===== src/hdl/cnn_pkg.sv =====
`default_nettype none

package cnn_pkg;

	// datapath sizes
	localparam int PIX_W = 8;
	localparam int WGT_W = 4;
	localparam int N_CH = 4;
	localparam int PATCH = 4;
	localparam int KSIZE = 3;
	// positions (0,0) (0,1) (1,0) (1,1)
	localparam int N_POS = 4;
	localparam int FEAT_W = 8;
	localparam int FEAT_MAX = 127;
	localparam int ACC_DEFAULT = 20;

	// wishbone word addresses
	localparam int ADDR_W = 6;
	localparam logic [ADDR_W-1:0] REG_PIX_BASE = ADDR_W'(0);
	localparam logic [ADDR_W-1:0] REG_WGT_BASE = ADDR_W'(16);
	localparam logic [ADDR_W-1:0] REG_BIAS = ADDR_W'(28);
	localparam logic [ADDR_W-1:0] REG_CMD = ADDR_W'(29);
	localparam logic [ADDR_W-1:0] REG_STATUS = ADDR_W'(30);
	localparam logic [ADDR_W-1:0] REG_FEAT = ADDR_W'(31);
	localparam logic [ADDR_W-1:0] REG_MAX = ADDR_W'(32);

	typedef enum logic [1:0] {
		CMD_NOP = 2'd0,
		CMD_START = 2'd1,
		CMD_CLEAR = 2'd2
	} cmd_e;

	typedef enum logic [2:0] {
		S_IDLE,
		S_WINDOW,
		S_MAC,
		S_QUANT,
		S_POOL,
		S_DONE
	} run_state_e;

endpackage

`default_nettype wire


===== src/hdl/patch_store.sv =====
`default_nettype none

module patch_store (
	input  logic        clk,
	input  logic        rst_n,
	input  logic        pix_we_i,
	input  logic [3:0]  row_sel_i,
	input  logic [31:0] wr_data_i,
	input  logic        win_en_i,
	output logic [cnn_pkg::N_CH*cnn_pkg::N_POS*cnn_pkg::KSIZE*cnn_pkg::KSIZE
		*cnn_pkg::PIX_W-1:0] win_o
);
	import cnn_pkg::*;

	// windows per patch side
	localparam int SIDE = PATCH - KSIZE + 1;
	localparam int N_TAP = KSIZE * KSIZE;

	// row index is channel * PATCH + patch row
	logic [PIX_W-1:0] pix [N_CH*PATCH][PATCH];

	always_ff @(posedge clk) begin
		if (!rst_n) begin
			for (int r = 0; r < N_CH * PATCH; r++) begin
				for (int c = 0; c < PATCH; c++) begin
					pix[r][c] <= '0;
				end
			end
		end else if (pix_we_i) begin
			// column 0 sits in the top byte
			for (int c = 0; c < PATCH; c++) begin
				pix[row_sel_i][c] <= wr_data_i[(PATCH - 1 - c) * PIX_W +: PIX_W];
			end
		end
	end

	always_ff @(posedge clk) begin
		if (win_en_i) begin
			for (int ch = 0; ch < N_CH; ch++) begin
				for (int pos = 0; pos < N_POS; pos++) begin
					for (int t = 0; t < N_TAP; t++) begin
						win_o[((ch * N_POS + pos) * N_TAP + t) * PIX_W +: PIX_W] <=
							pix[ch * PATCH + pos / SIDE + t / KSIZE][pos % SIDE + t % KSIZE];
					end
				end
			end
		end
	end

endmodule

`default_nettype wire


===== config.mk =====
export PLATFORM = sky130hd
export DESIGN_NAME = patch_store
export DESIGN_NICKNAME = d
export VERILOG_FILES = /design/src/hdl/cnn_pkg.sv /design/src/hdl/patch_store.sv
export SDC_FILE = /design/constraint.sdc
export NUM_CORES = 1
export LEC_CHECK = 0
export ABC_AREA = 1
export BUFFER_PORTS_ARGS = -buffer_cell sky130_fd_sc_hd__clkbuf_2
export CAP_MARGIN = 15
export CORE_AREA = 2 2 470 472
export CTS_CLUSTER_DIAMETER = 100
export CTS_CLUSTER_SIZE = 10
export DETAILED_ROUTE_END_ITERATION = 12
export DIE_AREA = 0 0 472 474
export SYNTH_ARGS = -nofsm -noshare
export SYNTH_HDL_FRONTEND = slang
export SYNTH_SLANG_ARGS = --single-unit

===== constraint.sdc =====
create_clock -name clk -period 2.3 [get_ports clk]
set_input_delay 0 -clock clk [delete_from_list [all_inputs] [get_ports clk]]
set_output_delay 0 -clock clk [all_outputs]
set_load 0.05 [all_outputs]

# Yosys cells after proc, flatten, opt, wreduce, memory -nomap -nowiden
# Memories as Yosys holds them, arrays and structs flattened.
# Cells that the tools add are included.
[classes]
eq_ne = 0
add_sub_neg = 0
shifts = 0
n_bitwise = 0
magnitude_cmp = 0
div = 0
n_mux = 7
multipliers = 0
reduce_logical = 1
[ops]
columns = ["op", "count"]
rows = [
  ["$mux W32", 1],
  ["$reduce_or A32 Y1", 1],
  ["$mux W1", 5],
  ["$mux W4", 1],
]
[totals]
ram_bits = 512
memories = 1
output_inout_bits = 1152
inputBits = 40
mem_bits_ro = 0
latch_bits = 0
ff_bits = 1152
word_cells = 10
[mem_list]
columns = ["name", "depth", "word_bits", "read_ports", "rd_ports_with_merged_regs", "wr", "line_no", "rtl"]
rows = [
  ["pix", 16, 32, 16, 0, 16, "patch_store.sv:20", "logic [PIX_W-1:0] pix [N_CH*PATCH][PATCH];"],
]

# Longest topological paths before layout
[depth]
word_depth = 5
ltp_mapped = 7
ltp_nobuf = 4

# Worst setup path after synthesis
# No wires, ideal clock.
[synth_timing]
path_type = "input to register"
from = "in rst_n"
to = "mem pix[5][0] (netlist name), enable pin"
required_ns = 1.911
arrival_time_ns = 1.493
cell_stages = 7
setup_ns = 0.389
n_path_buf = 3
path_slack_ns = 0.418
cell_sequence = "buf_2 > nand2_1 > inv_1 > buf_4 > nand3_1 > buf_2 > nand2_1"
[synth_rtl]
columns = ["element", "line_no", "rtl"]
rows = [
  ["start: declaration", "patch_store.sv:5", "input logic rst_n,"],
  ["end: declaration", "patch_store.sv:20", ""],
]

==> metrics <==
Placer Congestion=0.7826; Post-Syn Instances=2339; total CTS buffers=117; worst slack, placed=0.06603 ns; RSZ-0062 raised after global routing=false; cell mode on critical path=dlygate4sd3_1; CTS tree=done; post-DP HPWL=117.1 mm; core area=218700 sq um; initial antenna violation count=17; DP Area=43620 sq um; Clock Skews=0.04530 ns; chip width=472 um; VDD IR max=703.9 uV; Synth Area in Compound Gates=0; status=finished, final reports clean; Final setup viols=0; Post-Route WL=159.1 mm; nets@finish=3099; Worst-Margin Slew=0.8728 ns; Mapped Nets=2379; Via density=3.560; Area Overhead vs Synth=24.09%; vias after detailed routing=21210; initial core utilization=0.1745; Worst setup SP type=primary input; critical-path cell list=dlygate4sd3_1 > clkbuf_2 > nor2_1 > dlygate4sd3_1 > buf_4 > nand3_2 > dlygate4sd3_1 > nand2_4 > clkbuf_16; most frequent cells in the layout=1190 x clkbuf_2, 1024 x edfxtp_1, 519 x nor2_1, 119 x clkbuf_16, 69 x buf_4; # IOs=1192; clock buffer depth=3; R2R setup slack=1.52 ns; setup ws final=0.03912 ns; CP peak stage delay=0.63 ns; critical-path maximum fanout=16; H-tree levels=3; WL/cell=26.71 um; Tcrit/Tclk final=0.9830; vias in the first global route=20110; total power draw=0.04574 W; clk slew on worst S/H paths=0.06 ns; main combinational cell family by area after synthesis=buffers and inverters; Hold Vio Cnt, Final=0; Critical Path RT=2.75 ns; CTS Sinks=1024; most common cell after layout, fill and taps aside=clkbuf_2; clk_lat worst skew=0.76 ns; first-pass GRT wire length=197.5 mm; Slowest-stage cell, CP=dlygate4sd3_1; Synth Area in XOR/XNOR=0; Non-Filler Cell Area, Final=47330 sq um; DR DRC count=0; post-synthesis sequential area ratio=0.8061; TNS Setup=0 ns; count of input and output buffers=1191; Synth cell types=8; Simple-Gate Fraction of Synth Area=0.05491; post-CTS setup repair buffer count=0; WP data arrival=2.71 ns; drt initial violations=1788; grt total ovfl=0; DR pass1 iterations=5; flop and latch count out of synthesis=1024; multiplexer area fraction after synthesis=0; Mean Syn Cell Area=16.31 sq um; share of layout cells above drive strength 1=0.4742; hold crit path type=in2reg; Setup Crit Path Kind=in2reg; Yosys Warn Count=0; Tot GR Track Use=0.1352; final slew viol count=0; static leakage=18.56 nW; Synth Area in Adders=0; pin count of the biggest net entering global routing=102; Max Fclk=442.3 MHz; Period minus WS final=2.261 ns; Post-Syn Area=38150 sq um; Rel. slew slack=0.4181; antenna-violating nets left=0; Rows=172; total power per unit cell area=966.4 nW/um^2; post-layout util=0.2165; die area=223700 sq um; endpoint class of the critical path=flip-flop; root buf cell=clkbuf_16; Max-Cap Viols=0; Die Y=474 um
-- sequential cells by signal, summed over array words and instances, names as in the netlist --
signal  cells
pix       512
win_o     512
-- layer usage --
metal  GRT usage  wire length (um)  up-vias  share of wire
li1            -                 -     8824              -
met2      0.2238             75760     1299           0.48
met5           0                 8        -       0.000050
met1      0.1630             63510    10910           0.40
met4     0.04167              4289        2          0.027
met3     0.04913             15510      174          0.098
-- critical path: cells and delay by family --
kind                   cells  cell delay, ns
AND/OR/NAND/NOR            3            0.33
buffers and inverters      6            2.35
-- per-stage QoR --
| stage | cells | hold slack (ns) |
|---|---|---|
| 3_3_place_gp | 5768 | 0.4000 |
| 3_5_place_dp | 5768 | 0.4045 |
| 4_1_cts | 5948 | 0.1892 |
| 5_1_grt | 5951 | 0.2195 |
| 2_1_floorplan | 2339 | 0.1125 |
| 6_report | 5956 | 0.1792 |
-- synthesized netlist by cell type (all sizes together) --
cell    number  area [sq um]
buf        672          4967
clkbuf      51         191.4
edfxtp    1024         30750
inv         38         142.6
nand2       23         86.33
nand3       12         60.06
nor2       519          1948
-- where the power goes --
group          switching (W)  internal [W]
sequential          0.000744        0.0217
clock                0.00730       0.00924
combinational        0.00578      0.000937
total                 0.0138        0.0319
-- cell type report --
class | instances | area, sq um
fill | 23060 | 171300
sequential | 1024 | 30750
timing repair buffer | 1324 | 7370
tap | 2871 | 3592
clock buffer | 118 | 2932
multi-input combinational | 554 | 2230
clock inverter | 21 | 302.8
inverter | 38 | 142.6
antenna | 6 | 15.01
-- worst paths after layout --
| kind | startpoint | to | cells after the start |
|---|---|---|---|
| setup / recovery | row_sel_i[1] | pix[0][20] | 9 |
| hold / removal | rst_n | pix[4][6] | 3 |
| setup reg to reg | pix[9][31] | win_o[727] | 0 |
| hold reg to reg | pix[4][10] | win_o[370] | 0 |
-- cells by family (layout without fill, tap and decap cells) --
group,count (synthesis),in the layout
other cells,0,6
simple gates,554,554
buf+inv,761,1501
flops,1024,1024
-- repair_timing --
| item | in CTS | in global routing |
|---|---|---|
| gates resized for setup | 0 | 1 |
| hold buffers | 41 | 0 |
| setup endpoints to repair | 0 | 1 |
| endpoints found under the hold margin | 903 | 0 |
Note: power is estimated with default switching activity, not from simulation.
