File: config.mk
export PLATFORM = sky130hd
export DESIGN_NAME = weight_store
export DESIGN_NICKNAME = d
export VERILOG_FILES = /design/src/hdl/cnn_pkg.sv /design/src/hdl/weight_store.sv
export SDC_FILE = /design/constraint.sdc
export NUM_CORES = 1
export LEC_CHECK = 0
export ABC_AREA = 0
export BUFFER_PORTS_ARGS = -buffer_cell sky130_fd_sc_hd__buf_2
export CORE_ASPECT_RATIO = 0.9
export CORE_MARGIN = 2
export CORE_UTILIZATION = 45
export DETAILED_ROUTE_END_ITERATION = 10
export GPL_ROUTABILITY_DRIVEN = 0
export MAX_ROUTING_LAYER = met4
export PLACE_DENSITY = 0.69
export RECOVER_POWER = 25
export SKIP_LAST_GASP = 1
export SLEW_MARGIN = 20
export SYNTH_ARGS = -nofsm -noshare
export SYNTH_HDL_FRONTEND = slang
export SYNTH_SLANG_ARGS = --single-unit
export TNS_END_PERCENT = 20
File: constraint.sdc
create_clock -name clk -period 8.3 [get_ports clk]
set_input_delay 1.66 -clock clk [delete_from_list [all_inputs] [get_ports clk]]
set_output_delay 1.66 -clock clk [all_outputs]
set_load 0.05 [all_outputs]
File: src/hdl/cnn_pkg.sv
`default_nettype none

package cnn_pkg;

	// datapath sizes
	localparam int PIX_W = 8;
	localparam int WGT_W = 4;
	localparam int N_CH = 4;
	localparam int PATCH = 4;
	localparam int KSIZE = 3;
	// positions (0,0) (0,1) (1,0) (1,1)
	localparam int N_POS = 4;
	localparam int FEAT_W = 8;
	localparam int FEAT_MAX = 127;
	localparam int ACC_DEFAULT = 20;

	// wishbone word addresses
	localparam int ADDR_W = 6;
	localparam logic [ADDR_W-1:0] REG_PIX_BASE = ADDR_W'(0);
	localparam logic [ADDR_W-1:0] REG_WGT_BASE = ADDR_W'(16);
	localparam logic [ADDR_W-1:0] REG_BIAS = ADDR_W'(28);
	localparam logic [ADDR_W-1:0] REG_CMD = ADDR_W'(29);
	localparam logic [ADDR_W-1:0] REG_STATUS = ADDR_W'(30);
	localparam logic [ADDR_W-1:0] REG_FEAT = ADDR_W'(31);
	localparam logic [ADDR_W-1:0] REG_MAX = ADDR_W'(32);

	typedef enum logic [1:0] {
		CMD_NOP = 2'd0,
		CMD_START = 2'd1,
		CMD_CLEAR = 2'd2
	} cmd_e;

	typedef enum logic [2:0] {
		S_IDLE,
		S_WINDOW,
		S_MAC,
		S_QUANT,
		S_POOL,
		S_DONE
	} run_state_e;

endpackage

`default_nettype wire

File: src/hdl/weight_store.sv
`default_nettype none

module weight_store (
	input  logic                                 clk,
	input  logic                                 rst_n,
	input  logic                                 wgt_we_i,
	input  logic                                 bias_we_i,
	input  logic [3:0]                           row_sel_i,
	input  logic [31:0]                          wr_data_i,
	output logic [cnn_pkg::N_CH*cnn_pkg::KSIZE*cnn_pkg::KSIZE
		*cnn_pkg::WGT_W-1:0]                     taps_o,
	output logic signed [cnn_pkg::WGT_W-1:0]     bias_o
);
	import cnn_pkg::*;

	always_ff @(posedge clk) begin
		if (!rst_n) begin
			taps_o <= '0;
			bias_o <= '0;
		end else begin
			// kernel row index = channel * KSIZE + row, so tap index = row_sel * KSIZE + col
			if (wgt_we_i) begin
				for (int c = 0; c < KSIZE; c++) begin
					taps_o[(row_sel_i * KSIZE + c) * WGT_W +: WGT_W] <=
						wr_data_i[(KSIZE - 1 - c) * WGT_W +: WGT_W];
				end
			end
			if (bias_we_i) begin
				bias_o <= wr_data_i[WGT_W-1:0];
			end
		end
	end

endmodule

`default_nettype wire

# Yosys cells after proc, flatten, opt, wreduce, memory -nomap -nowiden
# Index checks and enable logic that the tools add are counted.
# W data, S select, Z words.
[word_totals] mem_bits_ro=0 reg_bits=148 memories=0 inputBits=40 word_cells=17 output_inout_bits=148 ram_bits=0 latchBits=0
[op_classes] addsub=5 bitwise=0 n_lt_le_gt_ge=0 mux=3 eq_ne=0 multipliers=1 div=0 shifts=6 n_reduce_logical=0
[op_table] operator="$bwmux W144" count=3
[op_table] operator="$shift A4 B34 Y144 const A" count=3
[op_table] operator="$shiftx A4 B34 Y144" count=3
[op_table] operator="$neg A9 Y34" count=2
[op_table] operator="$neg A8 Y34" count=1
[op_table] operator="$add A6 B1 Y7 const B" count=1
[op_table] operator="$add A6 B2 Y7 const B" count=1
[op_table] operator="$mul A4 B2 Y6 const B" count=1

# Longest topological paths before layout
[depth] ltp_word=6 ltp_mapped=21 mapped_depth_nobuf=16

# Least setup slack after synthesis
# OpenSTA, ideal clock, no wires.
[synth_path] path_type="in2reg" start="input row_sel_i[0]" end="register taps_o[12] in the netlist's numbering" n_path_buf=4 required_time_ps=8238 arrival_ps=5815 path_stages=19 setup_slack_ps=2423 setup_ps=62 cell_sequence="clkbuf_1 inv_1 clkbuf_1 ha_1 ha_1 buf_1 nand2_1 or4_4 nor2_1 a21oi_1 nor2_1 ha_1 inv_1 a211o_1 buf_1 nor4_1 or3_1 a21oi_1 a32o_1"
[synth_between] elab_chain_cells=6
[synth_rtl] item="start: declaration" line_no="weight_store.sv:8" source="input logic [3:0] row_sel_i,"
[synth_rtl] item="$mul A4 B2 Y6 *" line_no="weight_store.sv:24" source="taps_o[(row_sel_i * KSIZE + c) * WGT_W +: WGT_W] <="
[synth_rtl] item="$add A6 B1 Y7 or $neg A8 Y34 (tied branches)" line_no="weight_store.sv:24, weight_store.sv:25"
[synth_rtl] item="$neg A9 Y34, or another cell as far along" line_no="weight_store.sv:25" source="wr_data_i[(KSIZE - 1 - c) * WGT_W +: WGT_W];"
[synth_rtl] item="$shiftx A4 B34 Y144, or another cell as far along" line_no="weight_store.sv:24"
[synth_rtl] item="$bwmux W144" line_no="weight_store.sv:24"
[synth_rtl] item="$bwmux W144 *" line_no="weight_store.sv:24"
[synth_rtl] item="end signal: indexed assignment" line_no="weight_store.sv:24"
[synth_rtl] item="end: declaration" line_no="weight_store.sv:11" source="*cnn_pkg::WGT_W-1:0] taps_o,"
# Every way passes the cells marked *; elsewhere a longest branch is shown, timed or not.
# A chain may end at the register's enable or synchronous reset.

# Worst setup path after layout
[layout_path] start="input row_sel_i[1]" end="register taps_o[6] in the netlist's numbering"
# The elaborated chain is that of the path after synthesis.

==> key figures <==
Run status
  • Status: finished with violations
  • Violated checks: capacitance limit, slew limit

Route
  • Vias: 13700
  • Vias per cell: 7.05
  • Wire per inst: 23.9 um
  • Final WL: 46.3 mm
  • Initial DRC Count: 2227
  • DRC Markers: 0
  • Post-DRT Antenna Nets: 0
  • 1st-pass router iterations: 7

Synthesis
  • Top-area cell type share of the netlist area: 26.5%
  • Ys flop type: dfxtp_1
  • Synthesized area per cell: 7.40 um2
  • Most numerous cell in the Yosys netlist: nand2_1
  • Post-synthesis sequential area ratio: 26.5%
  • Mapped Cells: 1508
  • Post-Synth Simple-Gate Area: 27.8%
  • Yosys top cell by area: dfxtp_1
  • Async set-reset flop share out of synthesis: 0%
  • Synth Register Bits: 148
  • Post-synthesis net count: 1562
  • Post-synthesis instance area: 0.0112 mm2
  • Synth area leaders: dfxtp_1 (27%), nand2_1 (7.3%), nor2_1 (4.7%)
  • Main combinational cell family by area after synthesis: compound AO/OA/AOI/OAI gates
  • Post-synthesis compound-gate area fraction: 33.7%
  • Xor/xnor share of the synthesized area: 2.39%
  • Post-synthesis cell type count: 101
  • Adder-Cell Fraction of Synth Area: 1.64%
  • Synth cell count leaders: nand2_1 (216), dfxtp_1 (148), nor2_1 (140)
  • Synth Warn #: 0
  • Number of synthesized flops with an enable pin: 0
  • Mux contribution to synthesized area: 3.41%

Global routing
  • GR Layer Usage met2: 50.0%
  • First-pass GRT wire length: 70.0 mm
  • GRT met1 Usage: 46.3%
  • Largest net degree at the start of global routing: 94
  • Met3 GRT Util: 9.09%
  • Tot GR Track Use: 35.2%
  • Vias in the first global route: 12500
  • Grt ovf: 0
  • GR peak layer: met2
  • Initial antenna violation count: 0

Floorplan
  • Die Footprint: 0.0261 mm2
  • Initial Utilization: 45.9%
  • Die X-Extent: 170 um
  • Core area: 0.0243 mm2
  • Die Y: 153 um
  • # rows: 54
  • Num ports: 188

Worst setup path
  • Critical path required time: 8630 ps
  • Crit path capture type: register
  • CP Data Arrival Time: 6740 ps
  • Startpoint class of the critical path: primary input
  • Critical Path Fanout Max: 26
  • Worst R2R Start: taps_o[11]
  • R2R cell count: 4
  • Critical Path Source: row_sel_i[1]
  • Critical path type: primary input to register
  • Worst r2r dst: taps_o[11]
  • FF-to-FF setup slack: 7350 ps

CTS
  • Clock Sinks: 148
  • Bufs on Longest Clock Path: 2
  • Skew-Pair Late Insertion Delay: 430 ps
  • H-tree depth: 4
  • Clock transition at path regs: 60 ps
  • Post-CTS Setup Repair Bufs: 0
  • CTS tree: yes
  • CTS Hold Bufs: 0
  • Inserted Clock Buffers: 17
  • Root buffer cell: clkbuf_16
  • PostCTS Resize Cnt: 0

Worst hold path
  • Start point of the worst hold path: taps_o[137]
  • Worst min-delay path class: register to register
  • Hold Path Depth: 2
  • Hold worst-path end: taps_o[137]

Run
  • Total of max-cap violations: 2

Timing
  • Final setup skew: 0 ps
  • Final setup violation count: 0
  • Setup TNS: 0 ps
  • Minimum clock period: 6410 ps
  • Fin. Hold Viols: 0
  • Rel. slew slack: -87.2%
  • Fmax achieved: 156 MHz
  • Fin Hold WS: 449 ps
  • Final Max Slew Viols: 105
  • Final Cycle Share: 77.2%
  • RSZ-0062 raised after global routing: no
  • Worst-Margin Slew: 2810 ps

Placement
  • # port buffers: 167
  • Post-detail-place hpwl: 32.8 mm
  • Dpl cell area: 0.0121 mm2

Layout
  • Multi-input gate area: 0.00770 mm2
  • Storage cell area: 0.00296 mm2
  • Synth-to-Final Area Change: 13.3%
  • Final nets: 1669
  • Proportion of layout cells with a drive suffix above 1: 13.2%
  • Final instance area: 0.0126 mm2
  • Filler cells: 2430

Power
  • Leakage: 0.00450 uW
  • Max VDD drop: 0.000120 V
  • Power Dens Cells: 181 mW/mm2
  • Design Power: 2290 uW
cells in the final DEF, fill, tap and decap left out, types with 13 or more instances in the layout:
cell type  count
a21oi_1       73
a31oi_1       33
a32o_1        15
and2_1        16
and3_1        18
buf_2         96
buf_4         23
clkbuf_1      73
clkbuf_16     17
dfxtp_1      148
ha_1          13
inv_1         17
mux2i_1       29
nand2_1      216
nand2b_1      15
nand3_1      103
nand4_1       20
nor2_1       139
nor3_1        50
o2111ai_1     19
o211ai_1      62
o21ai_0      105
o21ai_1       24
o221ai_1      41
o31ai_1       13
flip-flops by register name (all words and copies together), names as in the netlist:
register / flops
taps_o: 144
bias_o: 4
cell type report:
cell class | count | area share, %
multi-input combinational | 1238 | 60.9
sequential | 148 | 23.4
timing repair buffer | 192 | 7.39
clock buffer | 19 | 3.50
tap | 308 | 3.05
clock inverter | 13 | 1.20
inverter | 18 | 0.534
antenna | 1 | 0.0198
cell families after synthesis:
| family | count (synthesis) |
|---|---|
| compound gates | 523 |
| mux | 37 |
| simple gates | 645 |
| fa+ha+maj | 14 |
| flops | 148 |
| buf+inv | 122 |
| xor+xnor | 19 |
routing by layer:
metal | up-vias | share of wire (%)
li1 | 5976 | -
met1 | 6207 | 39
met2 | 1175 | 41
met3 | 304 | 14
met4 | 0 | 5.8
met5 | - | 0
worst max-delay path: stages:
cell      delay, ps
buf_2           150
ha_1            260
fa_1            550
buf_4           340
inv_1           210
ha_1            250
nand2b_1        170
nor3_1           80
ha_1            280
nor2_1          310
nand2_1         470
nor3_1          890
nand2_1         380
o211ai_1        210
a21oi_1         180
a22o_1          360
worst max-delay path by stage:
stage                       end  slack (ps)  cells after the start
finish                taps_o[6]        1890                     16
global route          taps_o[4]        1800                     17
CTS                 taps_o[127]        2200                     16
detailed placement  taps_o[127]        1760                     16
global placement    taps_o[127]        1810                     16
floorplan            taps_o[12]        2420                     19
stage by stage:
step,utilization [%],instances,setup WS [ps]
finish,52.0,1937,1890
global route,52.0,1936,1800
CTS,52.4,1936,2200
detailed placement,49.9,1904,1760
global placement,49.9,1903,1810
floorplan,-,1508,2420
report_power, final:
part | switching [uW] | internal (uW) | leakage, uW | total, uW
combinational | 591 | 174 | 0.00303 | 766
clock | 341 | 455 | 0.000277 | 796
sequential | 6.33 | 721 | 0.00119 | 727
total | 939 | 1350 | 0.00450 | 2290
(Power assumes the default switching activity.)
