===== src/hdl/cnn_pkg.sv =====
`default_nettype none

package cnn_pkg;

	// datapath sizes
	localparam int PIX_W = 8;
	localparam int WGT_W = 4;
	localparam int N_CH = 4;
	localparam int PATCH = 4;
	localparam int KSIZE = 3;
	// positions (0,0) (0,1) (1,0) (1,1)
	localparam int N_POS = 4;
	localparam int FEAT_W = 8;
	localparam int FEAT_MAX = 127;
	localparam int ACC_DEFAULT = 20;

	// wishbone word addresses
	localparam int ADDR_W = 6;
	localparam logic [ADDR_W-1:0] REG_PIX_BASE = ADDR_W'(0);
	localparam logic [ADDR_W-1:0] REG_WGT_BASE = ADDR_W'(16);
	localparam logic [ADDR_W-1:0] REG_BIAS = ADDR_W'(28);
	localparam logic [ADDR_W-1:0] REG_CMD = ADDR_W'(29);
	localparam logic [ADDR_W-1:0] REG_STATUS = ADDR_W'(30);
	localparam logic [ADDR_W-1:0] REG_FEAT = ADDR_W'(31);
	localparam logic [ADDR_W-1:0] REG_MAX = ADDR_W'(32);

	typedef enum logic [1:0] {
		CMD_NOP = 2'd0,
		CMD_START = 2'd1,
		CMD_CLEAR = 2'd2
	} cmd_e;

	typedef enum logic [2:0] {
		S_IDLE,
		S_WINDOW,
		S_MAC,
		S_QUANT,
		S_POOL,
		S_DONE
	} run_state_e;

endpackage

`default_nettype wire


===== src/hdl/kernel_mac.sv =====
`default_nettype none

module kernel_mac #(
	parameter int ACC_W = cnn_pkg::ACC_DEFAULT
) (
	input  logic                                               clk,
	input  logic                                               mac_en_i,
	input  logic [cnn_pkg::KSIZE*cnn_pkg::KSIZE*cnn_pkg::PIX_W-1:0] win_i,
	input  logic [cnn_pkg::KSIZE*cnn_pkg::KSIZE*cnn_pkg::WGT_W-1:0] taps_i,
	output logic signed [ACC_W-1:0]                            sum_o
);
	import cnn_pkg::*;

	localparam int N_TAP = KSIZE * KSIZE;

	logic signed [ACC_W-1:0] acc;

	// pixels are unsigned, so pad a zero before going signed
	always_comb begin
		acc = '0;
		for (int t = 0; t < N_TAP; t++) begin
			acc = acc + $signed({1'b0, win_i[t*PIX_W +: PIX_W]})
				* $signed(taps_i[t*WGT_W +: WGT_W]);
		end
	end

	always_ff @(posedge clk) begin
		if (mac_en_i) begin
			sum_o <= acc;
		end
	end

endmodule

`default_nettype wire


===== config.mk =====
export PLATFORM = sky130hd
export DESIGN_NAME = kernel_mac
export DESIGN_NICKNAME = d
export VERILOG_FILES = /design/src/hdl/cnn_pkg.sv /design/src/hdl/kernel_mac.sv
export SDC_FILE = /design/constraint.sdc
export NUM_CORES = 1
export LEC_CHECK = 0
export BUFFER_PORTS_ARGS = -buffer_cell sky130_fd_sc_hd__buf_4
export CORE_ASPECT_RATIO = 1.2
export CORE_MARGIN = 5
export CORE_UTILIZATION = 46
export CTS_CLUSTER_SIZE = 10
export DETAILED_ROUTE_END_ITERATION = 7
export HOLD_SLACK_MARGIN = 0.1
export PLACE_DENSITY_LB_ADDON = 0.25
export SYNTH_ARGS = -nofsm -noshare
export SYNTH_HDL_FRONTEND = slang
export SYNTH_SLANG_ARGS = --single-unit

===== constraint.sdc =====
create_clock -name clk -period 7.2 [get_ports clk]
set_input_delay 0.36 -clock clk [delete_from_list [all_inputs] [get_ports clk]]
set_output_delay 0.36 -clock clk [all_outputs]
set_load 0.005 [all_outputs]

### Word level (Yosys, flattened, before mapping)

Cells that the tools add are included.
W data, S select, Z words.

* register bits: 20
* input bits: 110
* output and inout bits: 20
* logic and storage cells: 18

* add/subtract/negate cells: 8
* multipliers: 9

Operators with widths (count)
* $mul A9 B4 Y13: 9
* $add A19 B13 Y20: 1
* $add A20 B13 Y20: 1
* $add A18 B13 Y19: 1
* $add A17 B13 Y18: 1
* $add A16 B13 Y17: 1
* $add A15 B13 Y16: 1
* $add A14 B13 Y15: 1
* $add A13 B13 Y14: 1

### Logic depth before layout (Yosys ltp)

Gate-level depths: netlist (run 1).

* word-level depth: 9
* gate-level depth with buffers: 25
* depth with buffers taken out: 24

### Worst setup path before layout (run 1)

Ideal clock, no wire load.

* kind: in2reg
* start point: input taps_i[29] (netlist name)
* end point: register sum_o[18] (data pin)
* arrival: 6.056 ns
* data required time: 6.935 ns
* slack: 0.879 ns
* stages on the path: 21
* cell sequence: clkbuf_1 nand2_1 fa_1 inv_1 fa_1 inv_1 fa_1 inv_1 fa_1 fa_1 inv_1 fa_1 fa_1 inv_1 fa_1 ha_1 nor2b_4 o31a_4 o311ai_2 o21ai_0 xor2_1

* word-level cells in the longest chain between the ends: 3

Ends and longest elaborated chain
* from (decl): line kernel_mac.sv:9 `input logic [cnn_pkg::KSIZE*cnn_pkg::KSIZE*cnn_pkg::WGT_W-1:0] taps_i,`
* $mul A9 B4 Y13: line kernel_mac.sv:23 `* $signed(taps_i[t*WGT_W +: WGT_W]);`
* $add A19 B13 Y20: line kernel_mac.sv:22 `acc = acc + $signed({1'b0, win_i[t*PIX_W +: PIX_W]})`
* $add A20 B13 Y20: line kernel_mac.sv:22
* net acc[18]: line kernel_mac.sv:16 `logic signed [ACC_W-1:0] acc;`
* to (signal assigned): line kernel_mac.sv:29 `sum_o <= acc;`
* to (decl): line kernel_mac.sv:10 `output logic signed [ACC_W-1:0] sum_o`

The timed path passes the listed nets, and every way through them passes these cells.
A chain may end at the register's enable or synchronous reset.

### Final worst setup path (run 1)

* start point: input taps_i[23] (netlist name)
* end point: register sum_o[15] (data pin)

* word-level cells in the longest chain between the ends: 5

Ends and longest elaborated chain (line)
* $mul A9 B4 Y13: kernel_mac.sv:23
* $add A17 B13 Y18: kernel_mac.sv:22
* $add A18 B13 Y19: kernel_mac.sv:22
* $add A19 B13 Y20: kernel_mac.sv:22
* $add A20 B13 Y20: kernel_mac.sv:22
* net acc[15]: kernel_mac.sv:16

The timed path passes the listed nets, and every way through them passes these cells.

==> flow_metrics.env, run 1 <==
export IMPL_root_buffer="clkbuf_16"
export IMPL_via_per_inst=4.836
export IMPL_post_cts_resized=0
export IMPL_yosysWarnings=0
export IMPL_holdWs_ns=0.5082
export IMPL_syn_instance_count=1242
export IMPL_synth_cell_type_count=47
export IMPL_start_util_pct=46.80
export IMPL_min_period_ns=6.737
export IMPL_arrival_ns=6.75
export IMPL_drc=0
export IMPL_dpl_hpwl_mm=27.20
export IMPL_postSynth_asyncResetShare_pct=0
export IMPL_ys_seq_area_share_pct=5.008
export IMPL_grt_use_total_pct=21.28
export IMPL_final_cell_mix="inv_1, fa_1, and2_1"
export IMPL_hold_path_class="in -> reg"
export IMPL_num_antenna_cells=0
export IMPL_layout_drive_gt1_share_pct=10.59
export IMPL_path_clk_slew_ns=0.07
export IMPL_grt_setup_unrepaired="false"
export IMPL_grt_overflow_total=0
export IMPL_tns_ns=0
export IMPL_crit_type="in -> reg"
export IMPL_synth_seq_cells=20
export IMPL_drv_cap=0
export IMPL_crit_path_end_kind="flop"
export IMPL_finalMaxSlewViolations=0
export IMPL_syn2layout_area_growth_pct=12.23
export IMPL_setup_viol=0
export IMPL_grt_antenna_before_repair=0
export IMPL_required_ns=7.21
export IMPL_hold_buffers=0
export IMPL_dr_first_iter_drc_count=275
export IMPL_core_area_um2=25620
export IMPL_place_congestion=0.9285
export IMPL_rows=64
export IMPL_syn_area_per_cell_um2=9.655
export IMPL_final_core_util_pct=52.52
export IMPL_h_tree_depth=1
export IMPL_cts_setup_buffers=0
export IMPL_synth_cell_area_um2=11990
export IMPL_grt_pass1_wl_mm=48.84
export IMPL_worstMarginPinSlew_ns=0.7257
export IMPL_largest_register_ffs=20
export IMPL_fp_dieArea_um2=29410
export IMPL_cts_tree="done"
export IMPL_wire_per_inst_um=17.30
export IMPL_numCtsBuffers=3
export IMPL_reg_top3="sum_o: 20 flops"
export IMPL_synth_edf_count=20
export IMPL_firstDrtPassIters=5
export IMPL_wirelength_mm=29.40
export IMPL_timing_fmax_mhz=148.4
export IMPL_fillers=2425
export IMPL_synth_main_ff_cell="edfxtp_1"
export IMPL_largest_register="sum_o"
export IMPL_crit_fanout=10
export IMPL_antenna_left=0
export IMPL_outcome="completed"
export IMPL_design_area_um2=13460
export IMPL_cts_sinks=20
export IMPL_die_height_um=186.9
export IMPL_clk_path_buf_depth=2
export IMPL_die_x_um=157.4
export IMPL_timing_final_crit_share_pct=93.57
export IMPL_grt_max_degree=21
export IMPL_final_nets=1902
export IMPL_critPathLaunchType="primary input"
export IMPL_synth_nets=1774
export IMPL_placed_area_um2=13350
export IMPL_grt_pass1_vias=9572
export IMPL_io_buffers=129
export IMPL_mostFrequentLayoutCell="inv_1"
export IMPL_ioPinCount=130
export IMPL_vias=8216
export IMPL_hold_viol=0
export IMPL_maxSlewHeadroom_pct=51.11
Yosys cell counts (4+ instances only):
library cell  count  area [um2]
o21ai_0           9       45.04
a21o_1            5       37.54
nor2b_1           4       25.02
clkbuf_1          4       15.01
nor2_1           47       176.4
buf_2             4       20.02
nand2b_1         34       212.7
edfxtp_1         20       600.6
nand3_1           5       25.02
inv_1           388        1456
a21oi_1          12       60.06
a211oi_1          4       30.03
nand2_1          97       364.1
fa_1            313        6266
xor2_1            6       52.55
ha_1            109        1364
xnor2_1          10       87.58
and2_1          132       825.8
through the flow:
step / instances / setup WS, ns
6_report: 1699 / 0.4633
5_1_grt: 1699 / 0.2062
4_1_cts: 1699 / 0.5647
3_5_place_dp: 1695 / 0.2881
3_3_place_gp: 1695 / 0.4040
2_1_floorplan: 1242 / 0.8785
final timing paths:
check	startpoint	depth (start not counted)	slack (ns)	to
min	mac_en_i	1	0.51	sum_o[18]
max	taps_i[23]	21	0.46	sum_o[15]
per-layer routing:
metal | global-route usage (%) | vias to the layer above | routed length [um]
met3 | 3.957 | 41 | 1528
li1 | - | 3818 | -
met1 | 25.55 | 4180 | 10760
met5 | 0 | - | 0
met2 | 39.11 | 177 | 16280
met4 | 5.031 | 0 | 824
layout make-up:
type,count,area (um2),share of cell area (%)
clock buffer,3,75.07,0.5578
timing repair buffer,131,983.4,7.308
inverter,389,1460,10.85
clock inverter,1,30.03,0.2231
multi-input combinational,825,9896,73.53
tap,330,412.9,3.068
sequential,20,600.6,4.463
cells by family after synthesis:
logic type	Yosys count	share of synthesized area, %
fa+ha+maj	422	63.63
buf+inv	397	12.47
simple gates	333	14.44
compound gates	53	3.193
flops	20	5.008
xor+xnor	16	1.169
mux	1	0.09390
critical path: stages:
cell,delay [ns]
buf_4,0.12
clkinv_1,0.27
nor2_1,0.24
fa_1,0.46
fa_1,0.51
inv_1,0.05
fa_1,0.45
fa_1,0.51
inv_1,0.06
fa_1,0.54
inv_1,0.05
fa_1,0.45
fa_1,0.49
inv_1,0.05
fa_1,0.43
ha_1,0.34
o21ai_0,0.61
o21ai_1,0.22
nand4_2,0.20
a41oi_1,0.15
xor2_1,0.17
Power of run 1 is left out: the tool's default activity adds up to more than one toggle a clock period on the data nets, which glitch-free logic cannot reach.
==> run 2, diff against run 1 <==
--- a/config.mk
+++ b/config.mk
@@ -6,9 +6,11 @@
 export NUM_CORES = 1
 export LEC_CHECK = 0
 export BUFFER_PORTS_ARGS = -buffer_cell sky130_fd_sc_hd__buf_4
+export CELL_PAD_IN_SITES_DETAIL_PLACEMENT = 0
+export CELL_PAD_IN_SITES_GLOBAL_PLACEMENT = 2
 export CORE_ASPECT_RATIO = 1.2
 export CORE_MARGIN = 5
-export CORE_UTILIZATION = 46
+export CORE_UTILIZATION = 40
 export CTS_CLUSTER_SIZE = 10
 export DETAILED_ROUTE_END_ITERATION = 7
 export HOLD_SLACK_MARGIN = 0.1
==> flow_metrics.env, run 2 (synthesis results as in run 1) <==
export IMPL_outcome="completed"
export IMPL_wire_per_inst_um=17.37
export IMPL_syn2layout_area_growth_pct=12.69
export IMPL_numCtsBuffers=3
export IMPL_fp_dieArea_um2=33560
export IMPL_io_buffers=129
export IMPL_pre_cts_slack_ns=0.2111
export IMPL_core_area_um2=29610
export IMPL_maxSlewHeadroom_pct=68.29
export IMPL_grt_overflow_total=0
export IMPL_cts_sinks=20
export IMPL_critical_path_top_delay_family="adder cells"
export IMPL_post_cts_resized=0
export IMPL_rows=69
export IMPL_setup_viol=0
export IMPL_die_height_um=199.7
export IMPL_crit_top_cell="fa_1"
export IMPL_cpMaxStageDelayCell="fa_1"
export IMPL_path_clk_slew_ns=0.06
export IMPL_drc=0
export IMPL_timing_fmax_mhz=149.3
export IMPL_finalWorstSetupSlack_ns=0.5028
export IMPL_final_cell_mix="inv_1, fa_1, and2_1, buf_4, ha_1"
export IMPL_final_nets=1903
export IMPL_grt_antenna_before_repair=0
export IMPL_grt_setup_unrepaired="false"
export IMPL_vias=8045
export IMPL_ioPinCount=130
export IMPL_grt_pass1_wl_mm=51.65
export IMPL_antenna_left=0
export IMPL_hold_buffers=0
export IMPL_drv_cap=0
export IMPL_h_tree_depth=1
export IMPL_layout_drive_gt1_share_pct=10.59
export IMPL_crit_path_cell_trace="buf_4 -> inv_1 -> nor2_1 -> fa_1 -> inv_1 -> fa_1 -> inv_1 -> fa_1 -> inv_1 -> fa_1 -> fa_1 -> inv_1 -> fa_1 -> inv_1 -> fa_1 -> inv_1 -> fa_1 -> ha_1 -> o21ai_0 -> o21ai_1 -> nand4_2 -> a311oi_2 -> xor2_1"
export IMPL_dpl_hpwl_mm=29.23
export IMPL_required_ns=7.21
export IMPL_die_x_um=168.1
export IMPL_hold_path_class="in -> reg"
export IMPL_reg_top3="sum_o: 20 flops"
export IMPL_hold_viol=0
export IMPL_place_congestion=0.8547
export IMPL_root_buffer="clkbuf_16"
export IMPL_crit_path_end_kind="flop"
export IMPL_wirelength_mm=30.56
export IMPL_dr_first_iter_drc_count=178
export IMPL_grt_pass1_vias=9665
export IMPL_firstDrtPassIters=4
export IMPL_critPathLaunchType="primary input"
export IMPL_cts_setup_buffers=0
export IMPL_crit_buf_inv=8
export IMPL_cts_tree="done"
export IMPL_via_per_inst=4.571
export IMPL_tns_ns=0
export IMPL_grt_max_degree=21
export IMPL_worstMarginPinSlew_ns=0.4706
export IMPL_mostFrequentLayoutCell="inv_1"
export IMPL_start_util_pct=40.50
export IMPL_largest_register="sum_o"
export IMPL_crit_type="in -> reg"
export IMPL_slowest_delay_ns=0.54
export IMPL_min_period_ns=6.697
export IMPL_arrival_ns=6.70
export IMPL_clk_path_buf_depth=2
export IMPL_timing_final_crit_share_pct=93.02
export IMPL_grt_use_total_pct=19.59
export IMPL_finalMaxSlewViolations=0
export IMPL_largest_register_ffs=20
export IMPL_crit_fanout=7
==> run 2: worst paths after layout <==
check,start,to,slack (ns),cells after the start
max,taps_i[3],sum_o[13],0.50,23
min,mac_en_i,sum_o[17],0.51,1
==> run 2: area by class of cell <==
cell class / instances / area [um2]
fill: 2947 / 16100
multi-input combinational: 825 / 9896
inverter: 389 / 1460
timing repair buffer: 132 / 991.0
sequential: 20 / 600.6
tap: 390 / 488.0
clock buffer: 3 / 75.07
antenna: 1 / 2.502
==> run 2: stage by stage <==
| stage | hold WS [ns] | utilization (%) | cell area, um2 | std cells |
|---|---|---|---|---|
| final | 0.5125 | 45.63 | 13510 | 1760 |
| after global routing | 0.5235 | 45.62 | 13510 | 1759 |
| after CTS | 0.5184 | 45.62 | 13510 | 1759 |
| after detailed placement | 0.7574 | 45.37 | 13440 | 1756 |
| after global placement | 0.7606 | 45.37 | 13440 | 1756 |
| after floorplan | 0.4725 | - | 11990 | 1242 |
==> run 2: per-layer routing <==
layer	GRT usage (%)	share of wire (%)	routed length [um]	up-vias
li1	-	-	-	3811
met1	25.36	42	12800	4081
met2	36.26	53	16090	133
met3	1.464	3.7	1141	20
met4	3.999	1.7	530	0
met5	0	0	0	-
Power of run 2 is left out for the same reason.
