**config.mk**
```make
export PLATFORM = sky130hd
export DESIGN_NAME = quant_pool
export DESIGN_NICKNAME = d
export VERILOG_FILES = /design/src/hdl/cnn_pkg.sv /design/src/hdl/quant_pool.sv
export SDC_FILE = /design/constraint.sdc
export NUM_CORES = 1
export LEC_CHECK = 0
export ABC_AREA = 1
export BUFFER_PORTS_ARGS = -buffer_cell sky130_fd_sc_hd__buf_4
export CAP_MARGIN = 20
export CELL_PAD_IN_SITES_DETAIL_PLACEMENT = 0
export CELL_PAD_IN_SITES_GLOBAL_PLACEMENT = 1
export CORE_ASPECT_RATIO = 1.2
export CORE_UTILIZATION = 30
export DETAILED_ROUTE_END_ITERATION = 8
export PLACE_DENSITY = 0.63
export SETUP_SLACK_MARGIN = 0.02
export SKIP_LAST_GASP = 1
export SLEW_MARGIN = 20
export SYNTH_ARGS = -nofsm -noshare
export SYNTH_HDL_FRONTEND = slang
export SYNTH_SLANG_ARGS = --single-unit
```
**constraint.sdc**
```tcl
create_clock -name clk -period 11.7 [get_ports clk]
set_input_delay 1.755 -clock clk [delete_from_list [all_inputs] [get_ports clk]]
set_output_delay 1.755 -clock clk [all_outputs]
set_load 0.1 [all_outputs]
```
**src/hdl/cnn_pkg.sv**
```systemverilog
`default_nettype none

package cnn_pkg;

	// datapath sizes
	localparam int PIX_W = 8;
	localparam int WGT_W = 4;
	localparam int N_CH = 4;
	localparam int PATCH = 4;
	localparam int KSIZE = 3;
	// positions (0,0) (0,1) (1,0) (1,1)
	localparam int N_POS = 4;
	localparam int FEAT_W = 8;
	localparam int FEAT_MAX = 127;
	localparam int ACC_DEFAULT = 20;

	// wishbone word addresses
	localparam int ADDR_W = 6;
	localparam logic [ADDR_W-1:0] REG_PIX_BASE = ADDR_W'(0);
	localparam logic [ADDR_W-1:0] REG_WGT_BASE = ADDR_W'(16);
	localparam logic [ADDR_W-1:0] REG_BIAS = ADDR_W'(28);
	localparam logic [ADDR_W-1:0] REG_CMD = ADDR_W'(29);
	localparam logic [ADDR_W-1:0] REG_STATUS = ADDR_W'(30);
	localparam logic [ADDR_W-1:0] REG_FEAT = ADDR_W'(31);
	localparam logic [ADDR_W-1:0] REG_MAX = ADDR_W'(32);

	typedef enum logic [1:0] {
		CMD_NOP = 2'd0,
		CMD_START = 2'd1,
		CMD_CLEAR = 2'd2
	} cmd_e;

	typedef enum logic [2:0] {
		S_IDLE,
		S_WINDOW,
		S_MAC,
		S_QUANT,
		S_POOL,
		S_DONE
	} run_state_e;

endpackage

`default_nettype wire

```
**src/hdl/quant_pool.sv**
```systemverilog
`default_nettype none

module quant_pool #(
	parameter int ACC_W = cnn_pkg::ACC_DEFAULT,
	parameter int OUT_SHIFT = 7,
	parameter int BIAS_SHIFT = 7
) (
	input  logic                                         clk,
	input  logic                                         rst_n,
	input  logic                                         quant_en_i,
	input  logic                                         pool_en_i,
	input  logic [cnn_pkg::N_CH*cnn_pkg::N_POS*ACC_W-1:0] lane_sum_i,
	input  logic signed [cnn_pkg::WGT_W-1:0]             bias_i,
	output logic [cnn_pkg::N_POS*cnn_pkg::FEAT_W-1:0]    feat_o,
	output logic [cnn_pkg::FEAT_W-1:0]                   max_o
);
	import cnn_pkg::*;

	// headroom for four lanes plus bias and rounding
	localparam int BIAS_W = WGT_W + BIAS_SHIFT;
	localparam int SUM_W = (ACC_W > BIAS_W ? ACC_W : BIAS_W) + 3;

	logic signed [SUM_W-1:0] pre [N_POS];
	logic signed [SUM_W-1:0] shifted_q [N_POS];
	logic [FEAT_W-1:0] clamp [N_POS];
	logic [FEAT_W-1:0] pool_max;

	always_comb begin
		for (int p = 0; p < N_POS; p++) begin
			pre[p] = (SUM_W'(bias_i) <<< BIAS_SHIFT) + (SUM_W'(1) <<< (OUT_SHIFT - 1));
			for (int ch = 0; ch < N_CH; ch++) begin
				pre[p] = pre[p] + SUM_W'($signed(lane_sum_i[(ch * N_POS + p) * ACC_W +: ACC_W]));
			end
		end
	end

	always_ff @(posedge clk) begin
		if (quant_en_i) begin
			for (int p = 0; p < N_POS; p++) begin
				shifted_q[p] <= pre[p] >>> OUT_SHIFT;
			end
		end
	end

	always_comb begin
		for (int p = 0; p < N_POS; p++) begin
			if (shifted_q[p] >= FEAT_MAX) begin
				clamp[p] = FEAT_W'(FEAT_MAX);
			end else if (shifted_q[p] < 0) begin
				clamp[p] = '0;
			end else begin
				clamp[p] = shifted_q[p][FEAT_W-1:0];
			end
		end
		pool_max = clamp[0];
		for (int p = 1; p < N_POS; p++) begin
			if (clamp[p] > pool_max) begin
				pool_max = clamp[p];
			end
		end
	end

	// feature 0 in the top byte
	always_ff @(posedge clk) begin
		if (!rst_n) begin
			feat_o <= '0;
			max_o <= '0;
		end else if (pool_en_i) begin
			for (int p = 0; p < N_POS; p++) begin
				feat_o[(N_POS - 1 - p) * FEAT_W +: FEAT_W] <= clamp[p];
			end
			max_o <= pool_max;
		end
	end

	for (genvar p = 0; p < N_POS; p++) begin : g_chk
		a_feat_range: assert property (@(posedge clk) disable iff (!rst_n)
			pool_en_i |=> (feat_o[p*FEAT_W +: FEAT_W] <= FEAT_MAX)
				&& (feat_o[p*FEAT_W +: FEAT_W] <= max_o));
	end

endmodule

`default_nettype wire

```
== Yosys cells after proc, flatten, opt, wreduce, memory -nomap -nowiden ==
Memories as Yosys holds them, arrays and structs flattened.
Index checks and enable logic that the tools add are counted.

* Multiplexer cells: 13
* Order comparisons: 11
* Add/sub/neg operators: 17

{| class="wikitable"
|+ Operators with widths
! operator !! count
|-
| $add 22x20->23 || 4
|-
| $add 23x20->23 || 4
|-
| $ge 23x8->1 const B || 4
|-
| $lt 23x1->1 const B || 4
|-
| $add 21x20->22 || 4
|-
| $mux 8 || 11
|-
| $add 12x20->21 || 4
|-
| $gt 8x8->1 || 3
|-
| $add 11x8->12 const B || 1
|-
| $mux 1 || 2
|}

* Memory bits (writable): 92
* Register bits after elaboration: 40
* Memories kept: 1
* Logic and storage cells: 44
* Output and inout port bits: 40

{| class="wikitable"
|+ Memory list
! name !! words !! bits a word !! read ports !! clocked after Yosys merged registers in !! wr ports !! RTL line !! source
|-
| shifted_q || 4 || 23 || 4 || 0 || 4 || quant_pool.sv:24 || <nowiki>logic signed [SUM_W-1:0] shifted_q [N_POS];</nowiki>
|}

== Logic depth before layout (Yosys ltp) ==
* Depth in word-level cells: 9
* Depth in mapped cells: 42
* Depth with buffers taken out: 40

== Worst setup path before layout ==
No wires, ideal clock.

* Path kind: input port to flip-flop
* From: in lane_sum_i[45] (netlist bit)
* To: mem shifted_q[2][13] (netlist bit) (data pin)
* Cell stages on the path: 17
* Setup slack: 6.444 ns
* Arrival: 4.994 ns
* Path buffers: 0
* Cells stage by stage: fa_1 > fa_1 > fa_1 > ha_1 > a21oi_1 > o21ai_1 > a21oi_2 > inv_2 > a21oi_2 > inv_2 > a21oi_2 > inv_2 > a21o_1 > a21o_1 > a21oi_1 > o21ai_1 > xor2_1

{| class="wikitable"
|+ RTL lines
! element !! RTL line !! source
|-
| start: declaration || quant_pool.sv:12 || <nowiki>input logic [cnn_pkg::N_CH*cnn_pkg::N_POS*ACC_W-1:0] lane_sum_i,</nowiki>
|-
| end: declaration || quant_pool.sv:24 ||
|}

==> results <==
- The number of vias after detailed routing is 8983.
- The actual slew at the worst max-slew pin is 0.826 ns.
- The first global-routing pass estimated 48400 um of wire.
- Registers take 0.00272 sq mm.
- The clock-pin slew on the worst setup and hold paths is 0.07 ns.
- At the end of the flow the core is filled with cells to 0.397.
- The most used flip-flop cell after synthesis is edfxtp_1.
- The critical path class is reg -> reg.
- The count of placed standard cells in the final layout, fillers left out is 2040.
- After floorplanning, the core was sized to cover 0.0397 sq mm.
- The total count of hold-check failures in the final report came to 0.
- The capturing point of the worst reg2reg path is max_o[2]$_SDFFE_PN0P_.
- The layout net count is 2167.
- For this configuration, the core starts out at a cell density of 0.304.
- The dominant cell type by area after synthesis is fa_1.
- The DRC violation total after the first TritonRoute iteration is 334.
- The kind of path behind the tightest hold check is reg -> reg.
- The internal power of the cells totals 0.00167 W.
- Summing every instance area after synthesis gives 0.0121 sq mm.
- The run finished with clean final reports.
- The wire length per cell is 14.7 um.
- The number of different library cells in the post-synthesis netlist is 35.
- The critical path's most frequent cell is nand2_1.
- The hold path endpoint is feat_o[23]$_SDFFE_PN0P_.
- The final period demand of the worst path is 5.57 ns.
- Dividing the final minimum period by the clock period gives 0.476.
- Dividing the synthesized area by the synthesized cell count gives 10.7 sq um.
- The number of clock sinks is 104.
- The worst slew margin relative to its limit is 0.449.
- The cell area power density is 204 mW/mm^2.
- The residual overflow from global routing is 0.
- The startpoint class of the critical path is a flip-flop.
- Pin placement for this block handled 368 I/O pins.
- The number of buffers and inverters on the critical path is 2.
- Of the total power, the share spent switching nets is 0.480.
- Along the worst path, the maximum fanout reaches 13.
- The total placed cells including tap cells is 2023.
- At the end of routability-driven placement, the weighted congestion stood at 0.805.
- The number of nets with antenna violations after detailed routing is 0.
- The post-cts resize count is 0.
- STA puts the critical path data arrival time at 5.83 ns.
- The routed design has 30000 um of wire.
- The post-cts hold buffer count is 0.
- The slack of the worst reg-to-reg path is 6.13 ns.
- The area of the die is 0.0411 sq mm.
- The number of slew-limit violations in the final report is 0.
- Static timing analysis puts the maximum clock frequency at 180 MHz.
- From bottom edge to top edge, the die measures 222 um.
- Dividing the detail-routed via count by the number of cells gives 4.40.
- The clock arrives with 0.0105 ns of skew.
- The number of max-cap violations is 0.
- Sorting the synthesized cells by area gives the leading types as fa_1 (36%), edfxtp_1 (16%), ha_1 (12%), dfxtp_1 (6.6%), nand2_1 (4.4%).
- The area growth from synthesis to layout is 30.5%.
- For the worst-skew pair, the clock arrives at the later sink with an insertion delay of 0.37 ns.
- Summing all multi-input logic gate instances after layout gives 0.00886 sq mm.
- Fill cells in the final layout number 3938.
- The worst hold path begins at feat_o[23]$_SDFFE_PN0P_.
- Summed over all nets, the half-perimeter wirelength after detailed placement is 26800 um.
- In this run the critical register-to-register path is launched from shifted_q[0][12]$_DFFE_PP_.
- The depth of the most critical reg-to-reg path is 32.
- The relative contribution of the clock network to total power is 0.095.
- The largest single stage delay on the critical path is 0.50 ns.
- The area share of the largest cell type after synthesis is 0.364.
- Of the total power, registers draw 0.220.
- The initial antenna violation count was 1.
- Setup repair after global routing left no endpoint under its margin.
- The peak supply drop is 0.0738 mV.
- In the global route stage, overall resource usage came out at 0.152.
- Of the total power, combinational logic draws 0.685.
- The maximum root-to-sink buffer count is 2.
- The clock tree synthesis step divided the H-tree into 3 levels.
- Setup violations remaining at the end of the flow were counted as 0.
- The data required time at the worst endpoint is 11.96 ns.
- Entering global routing, the biggest net connects 65 pins.
- Grouping stages by cell kind, the critical path spends the most delay in simple AND/OR/NAND/NOR gates.
- Setup total negative slack on the finished layout was measured at 0 ns.
- The number of cells produced by synthesis is 1129.
- Row generation in the floorplan step produced 80 rows.
- In the final layout, the share of cells above drive strength 1 is 0.272.
- In this run, synthesis inferred 64 flip-flops with an integrated enable.
- The number of buffers added by the clock tree synthesis step is 9.
- The width of the die is 185 um.
- The flip-flop and latch count after synthesis is 104.
- The via count of the first global-routing pass is 10008.
- The depth of the worst hold-timing path is 2.
- The number of setup buffers added after CTS is 0.
- The worst-path cell with the longest stage delay is o21ai_0.
- The number of warning messages in the yosys log is 0.
- The number of detailed-route iterations in the first pass is 6.
- The sort of element at the end of the critical path is a flip-flop.
- For this run, design rule violations remaining after detail routing come to 0.
- TritonCTS built the clock tree.
- During placement, the flow inserted port buffers numbering 367.
- Summed over all nets, the switching power comes to 0.00154 W.
- The root buffer cell chosen for the clock tree is clkbuf_16.
- The share of synthesized registers carrying an async set or reset is 0.
- The static leakage is 7.30 nW.
- The fraction of the yosys area taken by sequential cells is 0.225.
-- per-stage QoR --
| step | hold slack (ns) | setup WS (ns) | total power (W) | cell area (sq um) |
|---|---|---|---|---|
| finish | 0.430 | 6.13 | 0.00322 | 15800 |
| floorplan | 0.561 | 6.44 | 0.00235 | 12100 |
| global route | 0.458 | 5.50 | 0.00358 | 15800 |
| global placement | 0.419 | 6.02 | 0.00293 | 15500 |
| CTS | 0.430 | 6.04 | 0.00327 | 15800 |
| detailed placement | 0.419 | 5.98 | 0.00295 | 15500 |
-- worst max path at each step --
stage / depth (start not counted) / slack (ns) / end / start
floorplan: 17 / 6.44 / shifted_q[2][13]$_DFFE_PP_ / lane_sum_i[45]
global placement: 21 / 6.02 / shifted_q[1][12]$_DFFE_PP_ / lane_sum_i[25]
detailed placement: 18 / 5.98 / shifted_q[2][13]$_DFFE_PP_ / lane_sum_i[45]
CTS: 32 / 6.04 / max_o[2]$_SDFFE_PN0P_ / shifted_q[0][12]$_DFFE_PP_
global route: 32 / 5.50 / max_o[4]$_SDFFE_PN0P_ / shifted_q[0][14]$_DFFE_PP_
finish: 32 / 6.13 / max_o[2]$_SDFFE_PN0P_ / shifted_q[0][12]$_DFFE_PP_
-- flip-flops by register name, summed over array words and instances, names as in the netlist --
signal / cells
shifted_q: 64
max_o: 8
feat_o: 32
-- kinds of logic after synthesis --
kind of cell,synth area share
AO/OA/AOI/OAI,0.106
adder cells (fa/ha/maj),0.486
flip-flops,0.225
XOR/XNOR,0.0492
other,0.000621
buffers and inverters,0.0438
AND/OR/NAND/NOR,0.0888
-- cell type report --
class                      count  share of cell area
antenna                        1            0.000158
clock buffer                  10              0.0151
clock inverter                 6             0.00317
inverter                     130              0.0309
multi-input combinational    888               0.561
sequential                   104               0.172
tap                          533              0.0422
timing repair buffer         368               0.175
-- synth_stat cells (all sizes together) (8+ instances only) --
| cell | number |
|---|---|
| ha | 118 |
| a21o | 10 |
| xnor2 | 24 |
| nand2 | 150 |
| dfxtp | 40 |
| o21bai | 8 |
| fa | 220 |
| edfxtp | 64 |
| a21oi | 110 |
| inv | 130 |
| xor2 | 44 |
| clkbuf | 11 |
| nand3 | 34 |
| nand4 | 10 |
| o21ai | 88 |
| nor2 | 32 |
-- per-layer routing --
layer	wire length, um	GRT usage	part of all wire
met5	0	0	0
met4	647	0.0464	0.022
met3	1160	0.0177	0.039
met1	12200	0.178	0.41
met2	15900	0.283	0.53
-- power by group through the flow --
| stage | clock (W) | combinational, W | sequential, W |
|---|---|---|---|
| finish | 0.000305 | 0.00220 | 0.000708 |
| global route | 0.000330 | 0.00252 | 0.000725 |
| CTS | 0.000319 | 0.00224 | 0.000710 |
| detailed placement | 0 | 0.00223 | 0.000718 |
| global placement | 0 | 0.00222 | 0.000717 |
| floorplan | 0 | 0.00148 | 0.000873 |
-- layout by cell type, fill, tap and decap left out, types with 3 or more instances in the layout --
master / synthesis / routed
o21bai_1: 8 / 8
buf_4: 0 / 368
inv_1: 124 / 124
clkbuf_16: 0 / 9
a21o_1: 10 / 10
o211ai_1: 3 / 3
ha_1: 118 / 118
nor3_1: 4 / 4
a21oi_2: 11 / 11
nand2_2: 5 / 5
nand2_1: 143 / 143
edfxtp_1: 64 / 64
dfxtp_1: 40 / 40
o31ai_1: 3 / 3
nand4_1: 9 / 9
o21a_1: 4 / 4
nor3b_1: 4 / 4
nand3_1: 34 / 34
nor4_1: 4 / 4
o21ai_0: 79 / 79
o21ai_1: 9 / 9
nor2_1: 31 / 31
xnor2_1: 24 / 24
a21oi_1: 99 / 99
and2_1: 6 / 6
fa_1: 220 / 220
conb_1: 2 / 6
inv_2: 6 / 6
xor2_1: 44 / 44
-- worst reg2reg max path: cells and delay by family, from the launching register on --
kind,cells,cell delay [ns]
AOI/OAI and AO/OA,9,1.99
and+or+nand+nor,18,2.03
adders and majority gates,3,0.93
buffers and inverters,2,0.13
DFF,1,0.36
Power figures use the tool's default switching activity.
